File: src/rtl/vdisp_pkg.sv
// Vector dispatcher shared definitions
// Widths, opcodes, CSR addresses, vtype layout and the backend request format

package vdisp_pkg;

  // Scalar and element widths
  localparam int XLEN = 64;
  localparam int ELEN = 64;

  typedef logic [XLEN-1:0] xlen_t;
  typedef logic [4:0]      vreg_t;

  // Element width encoding of vtype.vsew
  typedef enum logic [2:0] {
    EW8  = 3'd0,
    EW16 = 3'd1,
    EW32 = 3'd2,
    EW64 = 3'd3
  } vsew_e;

  // Internal vtype, the low 8 bits match the CSR layout
  typedef struct packed {
    logic       vill;
    logic       vma;
    logic       vta;
    vsew_e      vsew;
    logic [2:0] vlmul;
  } vtype_t;

  // Only vill set out of reset
  localparam vtype_t VTYPE_RESET = vtype_t'(9'h100);

  // Major opcodes
  localparam logic [6:0] OPCODE_VEC    = 7'h57;
  localparam logic [6:0] OPCODE_SYSTEM = 7'h73;

  // func3 groups under OPCODE_VEC
  localparam logic [2:0] F3_OPIVV = 3'd0;
  localparam logic [2:0] F3_OPIVX = 3'd4;
  localparam logic [2:0] F3_OPCFG = 3'd7;

  // Vector CSR addresses
  localparam logic [11:0] CSR_VSTART = 12'h008;
  localparam logic [11:0] CSR_VL     = 12'hC20;
  localparam logic [11:0] CSR_VTYPE  = 12'hC21;
  localparam logic [11:0] CSR_VLENB  = 12'hC22;

  // Operand source of an integer arithmetic instruction
  typedef enum logic {
    VV = 1'b0,
    VX = 1'b1
  } varith_variant_e;

  typedef enum logic [3:0] {
    VADD, VSUB, VRSUB, VMINU, VMIN, VMAXU, VMAX, VAND, VOR, VXOR
  } vop_e;

  // Request handed to the vector backend
  typedef struct packed {
    vop_e   op;
    vreg_t  vs1;
    logic   use_vs1;
    vreg_t  vs2;
    vreg_t  vd;
    xlen_t  scalar_op;
    logic   use_scalar_op;
    logic   vm;
    xlen_t  vl;
    vtype_t vtype;
  } vreq_t;

endpackage

File: src/rtl/vcfg_if.sv
`timescale 1ns/1ps
// Configuration bus between dispatch control and the vector CSR unit
// Carries the instruction in one direction and the CSR state back

interface vcfg_if;
  // Driven by the dispatch control
  logic              cfg_sel;
  logic              commit;
  logic [31:0]       insn;
  vdisp_pkg::xlen_t  rs1;
  vdisp_pkg::xlen_t  rs2;

  // Driven by the configuration unit
  vdisp_pkg::xlen_t  result;
  logic              error;
  vdisp_pkg::vtype_t vtype;
  vdisp_pkg::xlen_t  vl;
  logic              vill;

  modport ctrl (
    output cfg_sel, commit, insn, rs1, rs2,
    input  result, error, vtype, vl, vill
  );

  modport cfg (
    input  cfg_sel, commit, insn, rs1, rs2,
    output result, error, vtype, vl, vill
  );
endinterface

File: src/rtl/varith_decoder.sv
`timescale 1ns/1ps
// Integer arithmetic func6 decoder
// Maps func6 of the OPIVV and OPIVX groups onto a backend operation

module varith_decoder (
  input  logic [5:0]                  func6_i,
  input  vdisp_pkg::varith_variant_e  variant_i,
  output vdisp_pkg::vop_e             op_o,
  output logic                        illegal_o
);

  // func6 encodings
  localparam logic [5:0] F6_VADD  = 6'b000000;
  localparam logic [5:0] F6_VSUB  = 6'b000010;
  localparam logic [5:0] F6_VRSUB = 6'b000011;
  localparam logic [5:0] F6_VMINU = 6'b000100;
  localparam logic [5:0] F6_VMIN  = 6'b000101;
  localparam logic [5:0] F6_VMAXU = 6'b000110;
  localparam logic [5:0] F6_VMAX  = 6'b000111;
  localparam logic [5:0] F6_VAND  = 6'b001001;
  localparam logic [5:0] F6_VOR   = 6'b001010;
  localparam logic [5:0] F6_VXOR  = 6'b001011;

  always_comb begin
    op_o      = vdisp_pkg::VADD;
    illegal_o = 1'b0;

    case (func6_i)
      F6_VADD:  op_o = vdisp_pkg::VADD;
      F6_VSUB:  op_o = vdisp_pkg::VSUB;
      F6_VRSUB: begin
        // Reverse subtract has no vector-vector form
        op_o      = vdisp_pkg::VRSUB;
        illegal_o = (variant_i != vdisp_pkg::VX);
      end
      F6_VMINU: op_o = vdisp_pkg::VMINU;
      F6_VMIN:  op_o = vdisp_pkg::VMIN;
      F6_VMAXU: op_o = vdisp_pkg::VMAXU;
      F6_VMAX:  op_o = vdisp_pkg::VMAX;
      F6_VAND:  op_o = vdisp_pkg::VAND;
      F6_VOR:   op_o = vdisp_pkg::VOR;
      F6_VXOR:  op_o = vdisp_pkg::VXOR;
      default:  illegal_o = 1'b1;
    endcase
  end

endmodule

File: src/rtl/vcfg_unit.sv
`timescale 1ns/1ps
// Vector configuration unit
// Holds vtype, vl and vstart, executes vsetvl(i) and the vector CSR accesses

module vcfg_unit #(
  parameter int Vlen = 128
) (
  input logic clk_i,
  input logic rst_ni,
  vcfg_if.cfg cfg
);

  localparam vdisp_pkg::xlen_t VLENB = vdisp_pkg::xlen_t'(Vlen / 8);

  vdisp_pkg::vtype_t vtype_q, vtype_d;
  vdisp_pkg::xlen_t  vl_q, vl_d;
  vdisp_pkg::xlen_t  vstart_q, vstart_d;

  logic [6:0]        opcode;
  logic [2:0]        func3;
  logic [4:0]        rs1_field;
  logic [4:0]        rd_field;
  logic [11:0]       csr_addr;
  vdisp_pkg::vtype_t vtype_new;
  logic              cfg_form_ok;
  logic [2:0]        lmul_mag;
  logic [31:0]       sew_bits;
  logic              vtype_illegal;
  vdisp_pkg::xlen_t  vlmax;
  vdisp_pkg::xlen_t  csr_operand;
  vdisp_pkg::xlen_t  vtype_csr;

  assign opcode    = cfg.insn[6:0];
  assign func3     = cfg.insn[14:12];
  assign rs1_field = cfg.insn[19:15];
  assign rd_field  = cfg.insn[11:7];
  assign csr_addr  = cfg.insn[31:20];

  // vsetvli takes zimm, vsetvl takes rs2
  always_comb begin
    cfg_form_ok = 1'b1;
    if (!cfg.insn[31]) begin
      vtype_new = vdisp_pkg::vtype_t'({1'b0, cfg.insn[27:20]});
    end else if (cfg.insn[31:25] == 7'h40) begin
      vtype_new = vdisp_pkg::vtype_t'({1'b0, cfg.rs2[7:0]});
    end else begin
      vtype_new   = vdisp_pkg::VTYPE_RESET;
      cfg_form_ok = 1'b0;
    end
  end

  // Magnitude of a fractional LMUL exponent
  assign lmul_mag = 3'd0 - vtype_new.vlmul;
  assign sew_bits = 32'd8 << vtype_new.vsew;

  assign vtype_illegal = (vtype_new.vsew > vdisp_pkg::EW64) ||
                         (vtype_new.vlmul == 3'b100) ||
                         (vtype_new.vlmul[2] && ((sew_bits << lmul_mag) > vdisp_pkg::ELEN));

  // VLMAX = LMUL * VLEN / SEW
  assign vlmax = vtype_new.vlmul[2] ? ((VLENB >> vtype_new.vsew) >> lmul_mag)
                                    : ((VLENB >> vtype_new.vsew) << vtype_new.vlmul);

  // Immediate forms use the rs1 field as a zero-extended value
  assign csr_operand = func3[2] ? vdisp_pkg::xlen_t'(rs1_field) : cfg.rs1;
  assign vtype_csr   = {vtype_q.vill, {(vdisp_pkg::XLEN - 9){1'b0}}, vtype_q[7:0]};

  always_comb begin
    vtype_d    = vtype_q;
    vl_d       = vl_q;
    vstart_d   = vstart_q;
    cfg.result = '0;
    cfg.error  = 1'b0;

    if (opcode == vdisp_pkg::OPCODE_VEC) begin
      if (!cfg_form_ok) begin
        cfg.error = 1'b1;
      end else if (vtype_illegal) begin
        vtype_d = vdisp_pkg::VTYPE_RESET;
        vl_d    = '0;
      end else begin
        vtype_d = vtype_new;
        if (rs1_field == '0 && rd_field == '0) begin
          vl_d = vl_q;
        end else if (rs1_field == '0) begin
          vl_d = vlmax;
        end else begin
          // Stripmining
          vl_d = (cfg.rs1 > vlmax) ? vlmax : cfg.rs1;
        end
      end
      cfg.result = vl_d;
    end else begin
      case (csr_addr)
        vdisp_pkg::CSR_VSTART: begin
          cfg.result = vstart_q;
          case (func3[1:0])
            2'b01:   vstart_d = csr_operand;
            2'b10:   vstart_d = vstart_q | csr_operand;
            2'b11:   vstart_d = vstart_q & ~csr_operand;
            default: cfg.error = 1'b1;
          endcase
        end
        vdisp_pkg::CSR_VL, vdisp_pkg::CSR_VTYPE, vdisp_pkg::CSR_VLENB: begin
          // Read-only, only set/clear with rs1 = x0 is a plain read
          if (func3[1] && rs1_field == '0) begin
            if (csr_addr == vdisp_pkg::CSR_VL) begin
              cfg.result = vl_q;
            end else if (csr_addr == vdisp_pkg::CSR_VTYPE) begin
              cfg.result = vtype_csr;
            end else begin
              cfg.result = VLENB;
            end
          end else begin
            cfg.error = 1'b1;
          end
        end
        default: cfg.error = 1'b1;
      endcase
    end
  end

  always_ff @(posedge clk_i or negedge rst_ni) begin
    if (!rst_ni) begin
      vtype_q  <= vdisp_pkg::VTYPE_RESET;
      vl_q     <= '0;
      vstart_q <= '0;
    end else if (cfg.commit && cfg.cfg_sel) begin
      vtype_q  <= vtype_d;
      vl_q     <= vl_d;
      vstart_q <= vstart_d;
    end
  end

  assign cfg.vtype = vtype_q;
  assign cfg.vl    = vl_q;
  assign cfg.vill  = vtype_q.vill;

  // vl can never go past the largest VLMAX (SEW 8, LMUL 8)
  a_vl_bound: assert property (@(posedge clk_i) disable iff (!rst_ni)
    vl_q <= VLENB * 8);

endmodule

File: src/rtl/vdisp_ctrl.sv
`timescale 1ns/1ps
// Dispatch control
// Decodes offloaded instructions, answers the core and registers backend requests

module vdisp_ctrl (
  input  logic                clk_i,
  input  logic                rst_ni,
  vcfg_if.ctrl                cfg,
  // Core request
  input  logic                acc_req_valid_i,
  input  logic [31:0]         acc_insn_i,
  input  vdisp_pkg::xlen_t    acc_rs1_i,
  input  vdisp_pkg::xlen_t    acc_rs2_i,
  input  logic [2:0]          acc_trans_id_i,
  output logic                acc_req_ready_o,
  // Core response
  output logic                acc_resp_valid_o,
  output vdisp_pkg::xlen_t    acc_resp_result_o,
  output logic                acc_resp_error_o,
  output logic [2:0]          acc_resp_trans_id_o,
  input  logic                acc_resp_ready_i,
  // Backend request
  output vdisp_pkg::vreq_t    vreq_o,
  output logic                vreq_valid_o,
  input  logic                vreq_ready_i
);

  logic [6:0]                 opcode;
  logic [2:0]                 func3;
  logic                       handle;
  logic                       is_cfg;
  logic                       is_arith;
  vdisp_pkg::varith_variant_e variant;
  vdisp_pkg::vop_e            dec_op;
  logic                       dec_illegal;
  vdisp_pkg::vreq_t           vreq_d;
  logic                       vreq_valid_d;

  assign opcode   = acc_insn_i[6:0];
  assign func3    = acc_insn_i[14:12];
  assign handle   = acc_req_valid_i && acc_resp_ready_i;
  assign is_cfg   = (opcode == vdisp_pkg::OPCODE_SYSTEM) ||
                    (opcode == vdisp_pkg::OPCODE_VEC && func3 == vdisp_pkg::F3_OPCFG);
  assign is_arith = (opcode == vdisp_pkg::OPCODE_VEC) &&
                    (func3 == vdisp_pkg::F3_OPIVV || func3 == vdisp_pkg::F3_OPIVX);
  assign variant  = (func3 == vdisp_pkg::F3_OPIVX) ? vdisp_pkg::VX : vdisp_pkg::VV;

  varith_decoder u_decoder (
    .func6_i   (acc_insn_i[31:26]),
    .variant_i (variant),
    .op_o      (dec_op),
    .illegal_o (dec_illegal)
  );

  // Configuration bus
  assign cfg.cfg_sel = is_cfg;
  assign cfg.commit  = acc_req_valid_i && acc_req_ready_o;
  assign cfg.insn    = acc_insn_i;
  assign cfg.rs1     = acc_rs1_i;
  assign cfg.rs2     = acc_rs2_i;

  // Backend payload, vl and vtype sampled at dispatch
  always_comb begin
    vreq_d.op            = dec_op;
    vreq_d.vs1           = acc_insn_i[19:15];
    vreq_d.use_vs1       = (variant == vdisp_pkg::VV);
    vreq_d.vs2           = acc_insn_i[24:20];
    vreq_d.vd            = acc_insn_i[11:7];
    vreq_d.scalar_op     = (variant == vdisp_pkg::VX) ? acc_rs1_i : '0;
    vreq_d.use_scalar_op = (variant == vdisp_pkg::VX);
    vreq_d.vm            = acc_insn_i[25];
    vreq_d.vl            = cfg.vl;
    vreq_d.vtype         = cfg.vtype;
  end

  always_comb begin
    acc_req_ready_o     = 1'b0;
    acc_resp_valid_o    = 1'b0;
    acc_resp_result_o   = '0;
    acc_resp_error_o    = 1'b0;
    acc_resp_trans_id_o = acc_trans_id_i;
    vreq_valid_d        = 1'b0;

    if (handle) begin
      if (is_cfg) begin
        // CSR state is local, always done in one cycle
        acc_req_ready_o   = 1'b1;
        acc_resp_valid_o  = 1'b1;
        acc_resp_result_o = cfg.result;
        acc_resp_error_o  = cfg.error;
      end else if (is_arith) begin
        // Accept only when the request register can load
        acc_req_ready_o  = vreq_ready_i;
        acc_resp_valid_o = vreq_ready_i;
        acc_resp_error_o = dec_illegal || cfg.vill;
        vreq_valid_d     = vreq_ready_i && !(dec_illegal || cfg.vill);
      end else begin
        acc_req_ready_o  = 1'b1;
        acc_resp_valid_o = 1'b1;
        acc_resp_error_o = 1'b1;
      end
    end
  end

  // Request register, frozen under back-pressure
  always_ff @(posedge clk_i or negedge rst_ni) begin
    if (!rst_ni) begin
      vreq_o       <= '0;
      vreq_valid_o <= 1'b0;
    end else if (vreq_ready_i) begin
      vreq_o       <= vreq_d;
      vreq_valid_o <= vreq_valid_d;
    end
  end

  a_resp_needs_ready: assert property (@(posedge clk_i) disable iff (!rst_ni)
    acc_resp_valid_o |-> acc_resp_ready_i);

  a_vreq_stable: assert property (@(posedge clk_i) disable iff (!rst_ni)
    !vreq_ready_i |=> $stable(vreq_valid_o) && $stable(vreq_o));

endmodule

File: src/rtl/vdisp_top.sv
`timescale 1ns/1ps
// Vector instruction dispatcher top level
// Connects dispatch control and configuration unit, flattens the backend request

module vdisp_top #(
  parameter int Vlen = 128
) (
  input  logic                       clk_i,
  input  logic                       rst_ni,
  // Core request and response
  input  logic                       acc_req_valid_i,
  input  logic [31:0]                acc_insn_i,
  input  vdisp_pkg::xlen_t           acc_rs1_i,
  input  vdisp_pkg::xlen_t           acc_rs2_i,
  input  logic [2:0]                 acc_trans_id_i,
  output logic                       acc_req_ready_o,
  output logic                       acc_resp_valid_o,
  output vdisp_pkg::xlen_t           acc_resp_result_o,
  output logic                       acc_resp_error_o,
  output logic [2:0]                 acc_resp_trans_id_o,
  input  logic                       acc_resp_ready_i,
  // Backend request
  output logic                       vreq_valid_o,
  output vdisp_pkg::vop_e            vreq_op_o,
  output vdisp_pkg::vreg_t           vreq_vs1_o,
  output logic                       vreq_use_vs1_o,
  output vdisp_pkg::vreg_t           vreq_vs2_o,
  output vdisp_pkg::vreg_t           vreq_vd_o,
  output vdisp_pkg::xlen_t           vreq_scalar_o,
  output logic                       vreq_use_scalar_o,
  output logic                       vreq_vm_o,
  output vdisp_pkg::xlen_t           vreq_vl_o,
  output vdisp_pkg::vtype_t          vreq_vtype_o,
  input  logic                       vreq_ready_i
);

  vdisp_pkg::vreq_t vreq;

  vcfg_if cfg_bus ();

  vcfg_unit #(
    .Vlen (Vlen)
  ) u_cfg (
    .clk_i  (clk_i),
    .rst_ni (rst_ni),
    .cfg    (cfg_bus.cfg)
  );

  vdisp_ctrl u_ctrl (
    .clk_i               (clk_i),
    .rst_ni              (rst_ni),
    .cfg                 (cfg_bus.ctrl),
    .acc_req_valid_i     (acc_req_valid_i),
    .acc_insn_i          (acc_insn_i),
    .acc_rs1_i           (acc_rs1_i),
    .acc_rs2_i           (acc_rs2_i),
    .acc_trans_id_i      (acc_trans_id_i),
    .acc_req_ready_o     (acc_req_ready_o),
    .acc_resp_valid_o    (acc_resp_valid_o),
    .acc_resp_result_o   (acc_resp_result_o),
    .acc_resp_error_o    (acc_resp_error_o),
    .acc_resp_trans_id_o (acc_resp_trans_id_o),
    .acc_resp_ready_i    (acc_resp_ready_i),
    .vreq_o              (vreq),
    .vreq_valid_o        (vreq_valid_o),
    .vreq_ready_i        (vreq_ready_i)
  );

  // Request struct onto plain ports
  assign vreq_op_o         = vreq.op;
  assign vreq_vs1_o        = vreq.vs1;
  assign vreq_use_vs1_o    = vreq.use_vs1;
  assign vreq_vs2_o        = vreq.vs2;
  assign vreq_vd_o         = vreq.vd;
  assign vreq_scalar_o     = vreq.scalar_op;
  assign vreq_use_scalar_o = vreq.use_scalar_op;
  assign vreq_vm_o         = vreq.vm;
  assign vreq_vl_o         = vreq.vl;
  assign vreq_vtype_o      = vreq.vtype;

endmodule

File: config.mk
export PLATFORM = sky130hd
export DESIGN_NAME = vdisp_top
export DESIGN_NICKNAME = d
export VERILOG_FILES = /design/src/rtl/vdisp_pkg.sv /design/src/rtl/vcfg_if.sv /design/src/rtl/varith_decoder.sv /design/src/rtl/vcfg_unit.sv /design/src/rtl/vdisp_ctrl.sv /design/src/rtl/vdisp_top.sv
export SDC_FILE = /design/constraint.sdc
export NUM_CORES = 1
export LEC_CHECK = 0
export BUFFER_PORTS_ARGS = -buffer_cell sky130_fd_sc_hd__buf_4
export CAP_MARGIN = 20
export CORE_AREA = 2 2 251 253
export DETAILED_ROUTE_END_ITERATION = 16
export DIE_AREA = 0 0 253 255
export GPL_TIMING_DRIVEN = 0
export PLACE_DENSITY_LB_ADDON = 0.1
export SLEW_MARGIN = 20
export SYNTH_ARGS = -nofsm -noshare
export SYNTH_HDL_FRONTEND = slang
export SYNTH_HIERARCHICAL = 1
export SYNTH_SLANG_ARGS = --single-unit
File: constraint.sdc
create_clock -name clk_i -period 12.7 [get_ports clk_i]
set_input_delay 1.27 -clock clk_i [delete_from_list [all_inputs] [get_ports clk_i]]
set_output_delay 1.27 -clock clk_i [all_outputs]
set_load 0.02 [all_outputs]
After elaboration in Yosys (flattened, before gate mapping):

Index checks and enable logic that the tools add are counted.

* flip-flop bits (word level): 297
* bits in writable memories: 0
* memory bits (read-only): 0
* latch bits: 0
* bits of input ports: 168
* memories kept: 0
* word-level logic and storage cells: 122
* output and inout port bits: 230

* equal/unequal tests: 22
* reduce and logical (&&, ||, !) cells: 26
* mux-type cells: 38
* div/mod/pow operators: 0
* shifts and indexed selects: 5
* bitwise gates (word level): 5
* $mul: 0
* $add $sub $neg: 1
* magnitude comparators: 3

Operators with widths (number)
* 64-bit 2-to-1 mux: 14
* 64-bit case mux with 3 select lines: 1
* 64-bit case mux with 2 select lines: 1
* 64-bit AND: 1
* 64-bit greater-than comparator: 1
* 64-bit inverter: 1
* 64-bit OR: 1
* 64-bit by 3-bit left shift with 64-bit output: 1
* 5-bit by 3-bit right shift with 64-bit output, first input constant: 1
* 64-bit by 3-bit right shift with 64-bit output: 1
* 12-bit == test, second input constant: 3
* 4-bit case mux with 9 select lines: 1
* 32-bit by 7-bit greater-than comparator with 1-bit output, second input constant: 1
* 32-bit by 3-bit left shift with 32-bit output: 1
* 4-bit by 3-bit left shift with 32-bit output, first input constant: 1
* 9-bit 2-to-1 mux: 3
* 6-bit by 3-bit == test with 1-bit output, second input constant: 4
* 7-bit == test, second input constant: 3
* 6-bit by 4-bit == test with 1-bit output, second input constant: 3
* 1-bit 2-to-1 mux: 16
* 12-bit by 4-bit == test with 1-bit output, second input constant: 1
* 6-bit by 2-bit == test with 1-bit output, second input constant: 2
* 5-bit zero test: 2
* 3-bit == test, second input constant: 3
* other kinds (17): 33

Longest topological paths before layout:

* depth in word-level cells: 15
* depth in mapped cells: 23
* mapped depth without buffers: 19

By module:

The synthesis kept the hierarchy.

Modules (own cells, without submodules)
* vdisp_ctrl: cells each 753, seq. area each 4003.8 um2, area each 8490.6 um2, times used 1
* vcfg_unit: cells each 885, seq. area each 3429.5 um2, area each 7908.8 um2, times used 1
* varith_decoder: cells each 20, seq. area each 0.0 um2, area each 136.4 um2, times used 1

Least setup slack after synthesis:

Ideal clock, no wire load.

* kind: input-to-output
* start: in acc_insn_i[25]
* end: out acc_resp_result_o[1]
* path buffers: 2
* arrival: 5.847 ns
* setup slack: 5.583 ns
* cell stages on the path: 20
* path through: buf_4 or4_4 buf_6 o31ai_4 inv_2 ha_1 ha_1 inv_1 nor4_1 a21oi_1 o22a_1 ha_1 and2_1 o21ai_0 nor4bb_1 o21ai_1 o311a_1 or3b_1 a21oi_1 nor4b_2

* cells in the longest elaborated chain, start to end: 15
* elaborated cells between the ends (all ways): 36

Ends and longest elaborated chain
* start: declaration: line vdisp_top.sv:12 `input logic [31:0] acc_insn_i,`
* 7-bit == test: line vcfg_unit.sv:44 `end else if (cfg.insn[31:25] == 7'h40) begin`
* 9-bit 2-to-1 mux: line vcfg_unit.sv:44
* 9-bit 2-to-1 mux: line vcfg_unit.sv:42 `if (!cfg.insn[31]) begin`
* 1-bit by 3-bit subtractor with 3-bit output / 5-bit by 3-bit right shift with 64-bit output (equally long branches): line vcfg_unit.sv:53, vcfg_unit.sv:61, vcfg_unit.sv:62
* 64-bit by 3-bit right shift with 64-bit output / 64-bit by 3-bit left shift with 64-bit output (equally long branches): line vcfg_unit.sv:61, vcfg_unit.sv:62
* 64-bit 2-to-1 mux: line vcfg_unit.sv:61 `assign vlmax = vtype_new.vlmul[2] ? ((VLENB >> vtype_new.vsew) >> lmul_mag)`
* 64-bit greater-than comparator: line vcfg_unit.sv:89 `vl_d = (cfg.rs1 > vlmax) ? vlmax : cfg.rs1;`
* 64-bit 2-to-1 mux: line vcfg_unit.sv:89
* 64-bit 2-to-1 mux: line vcfg_unit.sv:85 `end else if (rs1_field == '0) begin`
* 64-bit 2-to-1 mux: line vcfg_unit.sv:83 `if (rs1_field == '0 && rd_field == '0) begin`
* 64-bit 2-to-1 mux: line vcfg_unit.sv:78 `end else if (vtype_illegal) begin`
* 64-bit 2-to-1 mux: line vcfg_unit.sv:76 `if (!cfg_form_ok) begin`
* 64-bit 2-to-1 mux (*): line vcfg_unit.sv:75 `if (opcode == vdisp_pkg::OPCODE_VEC) begin`
* named net cfg_bus.result[1]: line vcfg_if.sv:14 `vdisp_pkg::xlen_t result;`
* 64-bit 2-to-1 mux (*): line vdisp_ctrl.sv:85 `if (is_cfg) begin`
* 64-bit 2-to-1 mux (*): line vdisp_ctrl.sv:84 `if (handle) begin`
* end: declaration: line vdisp_top.sv:18 `output vdisp_pkg::xlen_t acc_resp_result_o,`

Mark *: on every way through the listed nets, which the timed path passes. The rest lies on a longest branch.

Worst setup path in the final report:

* start: in acc_insn_i[31]
* end: out acc_resp_result_o[4]

Same word-level chain as after synthesis.

==> summary.txt <==
Detailed routing
  – Vias: 13.6k
  – Initial DRC count: 935
  – TritonRoute pass-1 iters: 5
  – WL final: 65000 um
  – DR DRC count: 0
  – Via density per instance: 4.84
  – WL/cell: 23.2 um
  – Antenna-violating nets left: 0

GRT
  – Vias in the first global route: 13.7k
  – First-pass GRT wire length: 94100 um
  – Congestion Overflow GR: 0
  – Largest net degree at the start of global routing: 88
  – Initial antenna violation count: 3
  – GRT Total Usage: 19.8%

Clock tree
  – CTS buffer count: 39
  – Hold_buf cts: 0
  – CTS sink count: 297
  – Clk Latency, worst-skew pair: 0.57 ns
  – CTS tree: done
  – Post-CTS Setup Bufs: 0
  – CTS resizes: 0
  – Clk root buf: clkbuf_16
  – CTS H-tree lvls: 2
  – Worst-path clk slew: 0.06 ns
  – Max clock buf depth: 3

Layout
  – Final Util: 33.9%
  – Fraction of layout cells with a size suffix above 1: 35.6%
  – Layout Cells excl Fill: 2803
  – Fillers: 6397
  – Most frequent cells in the layout: 440 x buf_4, 296 x dfrtp_1, 167 x nand2_1
  – Multi-input gate area: 6770 um^2
  – Commonest non-fill, non-tap cell in the layout: buf_4
  – Area grow syn2layout: 30.7%
  – Final #Nets: 2153
  – Total area of sequential cells: 7430 um^2
  – Layout Cell Area excl Fill: 21100 um^2

Outcome
  – Outcome: completed

Worst setup path
  – Worst Setup Start Kind: input port
  – Reg2reg end: u_cfg/vstart_q[4]$_DFFE_PN0P_
  – Critical path class: in -> out
  – Slowest CP cell: o21ai_1
  – CP required: 11.43 ns
  – Max FO, Critical Path: 10
  – Reg-to-Reg Start: u_cfg/vstart_q[4]$_DFFE_PN0P_
  – Crit-path most repeated cell: buf_4
  – CP Cell Sequence: buf_4, buf_4, clkbuf_1, nor2b_1, a31oi_1, clkinv_1, ha_1, inv_1, nor4_1, a21oi_1, o22a_1, ha_1, and2_1, o21ai_0, nor4bb_1, o21ai_1, clkbuf_1, o211ai_1, a21oi_1, nor4b_2, buf_4
  – R2R Setup Slk: 11.65 ns
  – Worst R2R Path Depth: 3
  – Delay of the slowest cell on the worst path: 0.74 ns
  – Crit path DAT: 7.39 ns
  – Crit path capture type: primary output

STA
  – Crit path time final: 8.66 ns
  – WHS: 0.503 ns
  – Setup tns final: 0 ns
  – Ratio of final minimum period to clock period: 68.2%
  – Max Slew Vio Count: 0
  – Clock skew: 0.0175 ns
  – Fin. Hold Viols: 0
  – Finish-stage setup viols: 0
  – Worst-margin pin slew: 1.17 ns
  – RSZ-0062 raised after global routing: false
  – Relative slew slack: 21.0%
  – Fmax: 115 MHz

Placed design
  – Hpwl dp: 49500 um
  – Number of I/O port buffers: 328
  – Inst Count DP: 2733
  – Dpl cell area: 19700 um^2
  – Gp weighted congestion: 0.842

Floorplan
  – Die area: 64500 um^2
  – Die height: 255 um
  – Num rows: 92
  – Die extent in x: 253 um
  – Core region area: 62200 um^2
  – Initial core utilization: 25.9%
  – Ports: 398

Worst hold path
  – Hold WC Path Type: reg -> reg
  – Hold EP: u_cfg/vstart_q[47]$_DFFE_PN0P_
  – Min-Delay Startpoint: u_cfg/vstart_q[47]$_DFFE_PN0P_
  – Worst hold stages: 1

Power
  – PD cells: 116 nW/um^2
  – IR drop worst, VDD: 66.8 uV
  – Leak: 9.74 nW

Synth
  – Average cell area after synthesis: 10.1 um^2
  – Syn_nets: 1780
  – Mapped cell area: 16100 um^2
  – Syn. warnings: 6
  – Mapped Cells: 1602

Run
  – Max cap viols: 0
[critical path, delay by kind of cell]
family          cells  cell delay [ns]
compound gates      7             2.16
buf+inv             7             1.87
simple gates        5             1.28
fa+ha+maj           2             0.80
[how the worst max path moves through the flow]
stage / startpoint / end / slack [ns]
after floorplan: acc_insn_i[25] / acc_resp_result_o[1] / 5.58
after global placement: acc_insn_i[31] / acc_resp_result_o[2] / 4.00
after detailed placement: acc_insn_i[31] / acc_resp_result_o[4] / 4.11
after CTS: acc_insn_i[31] / acc_resp_result_o[4] / 4.10
after global routing: acc_insn_i[31] / acc_resp_result_o[0] / 3.47
final: acc_insn_i[31] / acc_resp_result_o[4] / 4.04
[layout make-up]
type	instances	area share [%]
clock buffer	51	5.32
timing repair buffer	332	12.2
antenna	2	0.0238
clock inverter	17	1.17
multi-input combinational	938	32.1
inverter	142	2.53
tap	799	4.75
sequential	297	35.3
buffer	225	6.62
[registers in the layout, summed over array words and instances (netlist names)]
name / cells
u_ctrl/vreq_o: 159
u_cfg/cfg.vl: 64
u_cfg/vstart_q: 64
u_cfg/cfg.vtype: 8
u_cfg/cfg.vill: 1
u_ctrl/vreq_valid_o: 1
[through the flow]
step	power, mW	setup slack, ns
2_1_floorplan	1.14	5.58
3_3_place_gp	1.27	4.00
3_5_place_dp	1.28	4.11
4_1_cts	2.49	4.10
5_1_grt	2.56	3.47
6_report	2.45	4.04
[layer usage]
layer  global-route usage [%]  up-vias  routed length, um
met5                        0        -                 10
met4                     4.68        2               1240
met3                     4.20       58               3720
met2                     30.8      382              29500
met1                     28.0     6761              30500
li1                         -     6351                  -
[where the power goes]
part	internal (mW)	switching [mW]
registers	0.963	0.0115
logic	0.110	0.176
clock network	0.725	0.461
total	1.80	0.648
Note: power is estimated with default switching activity, not from simulation.
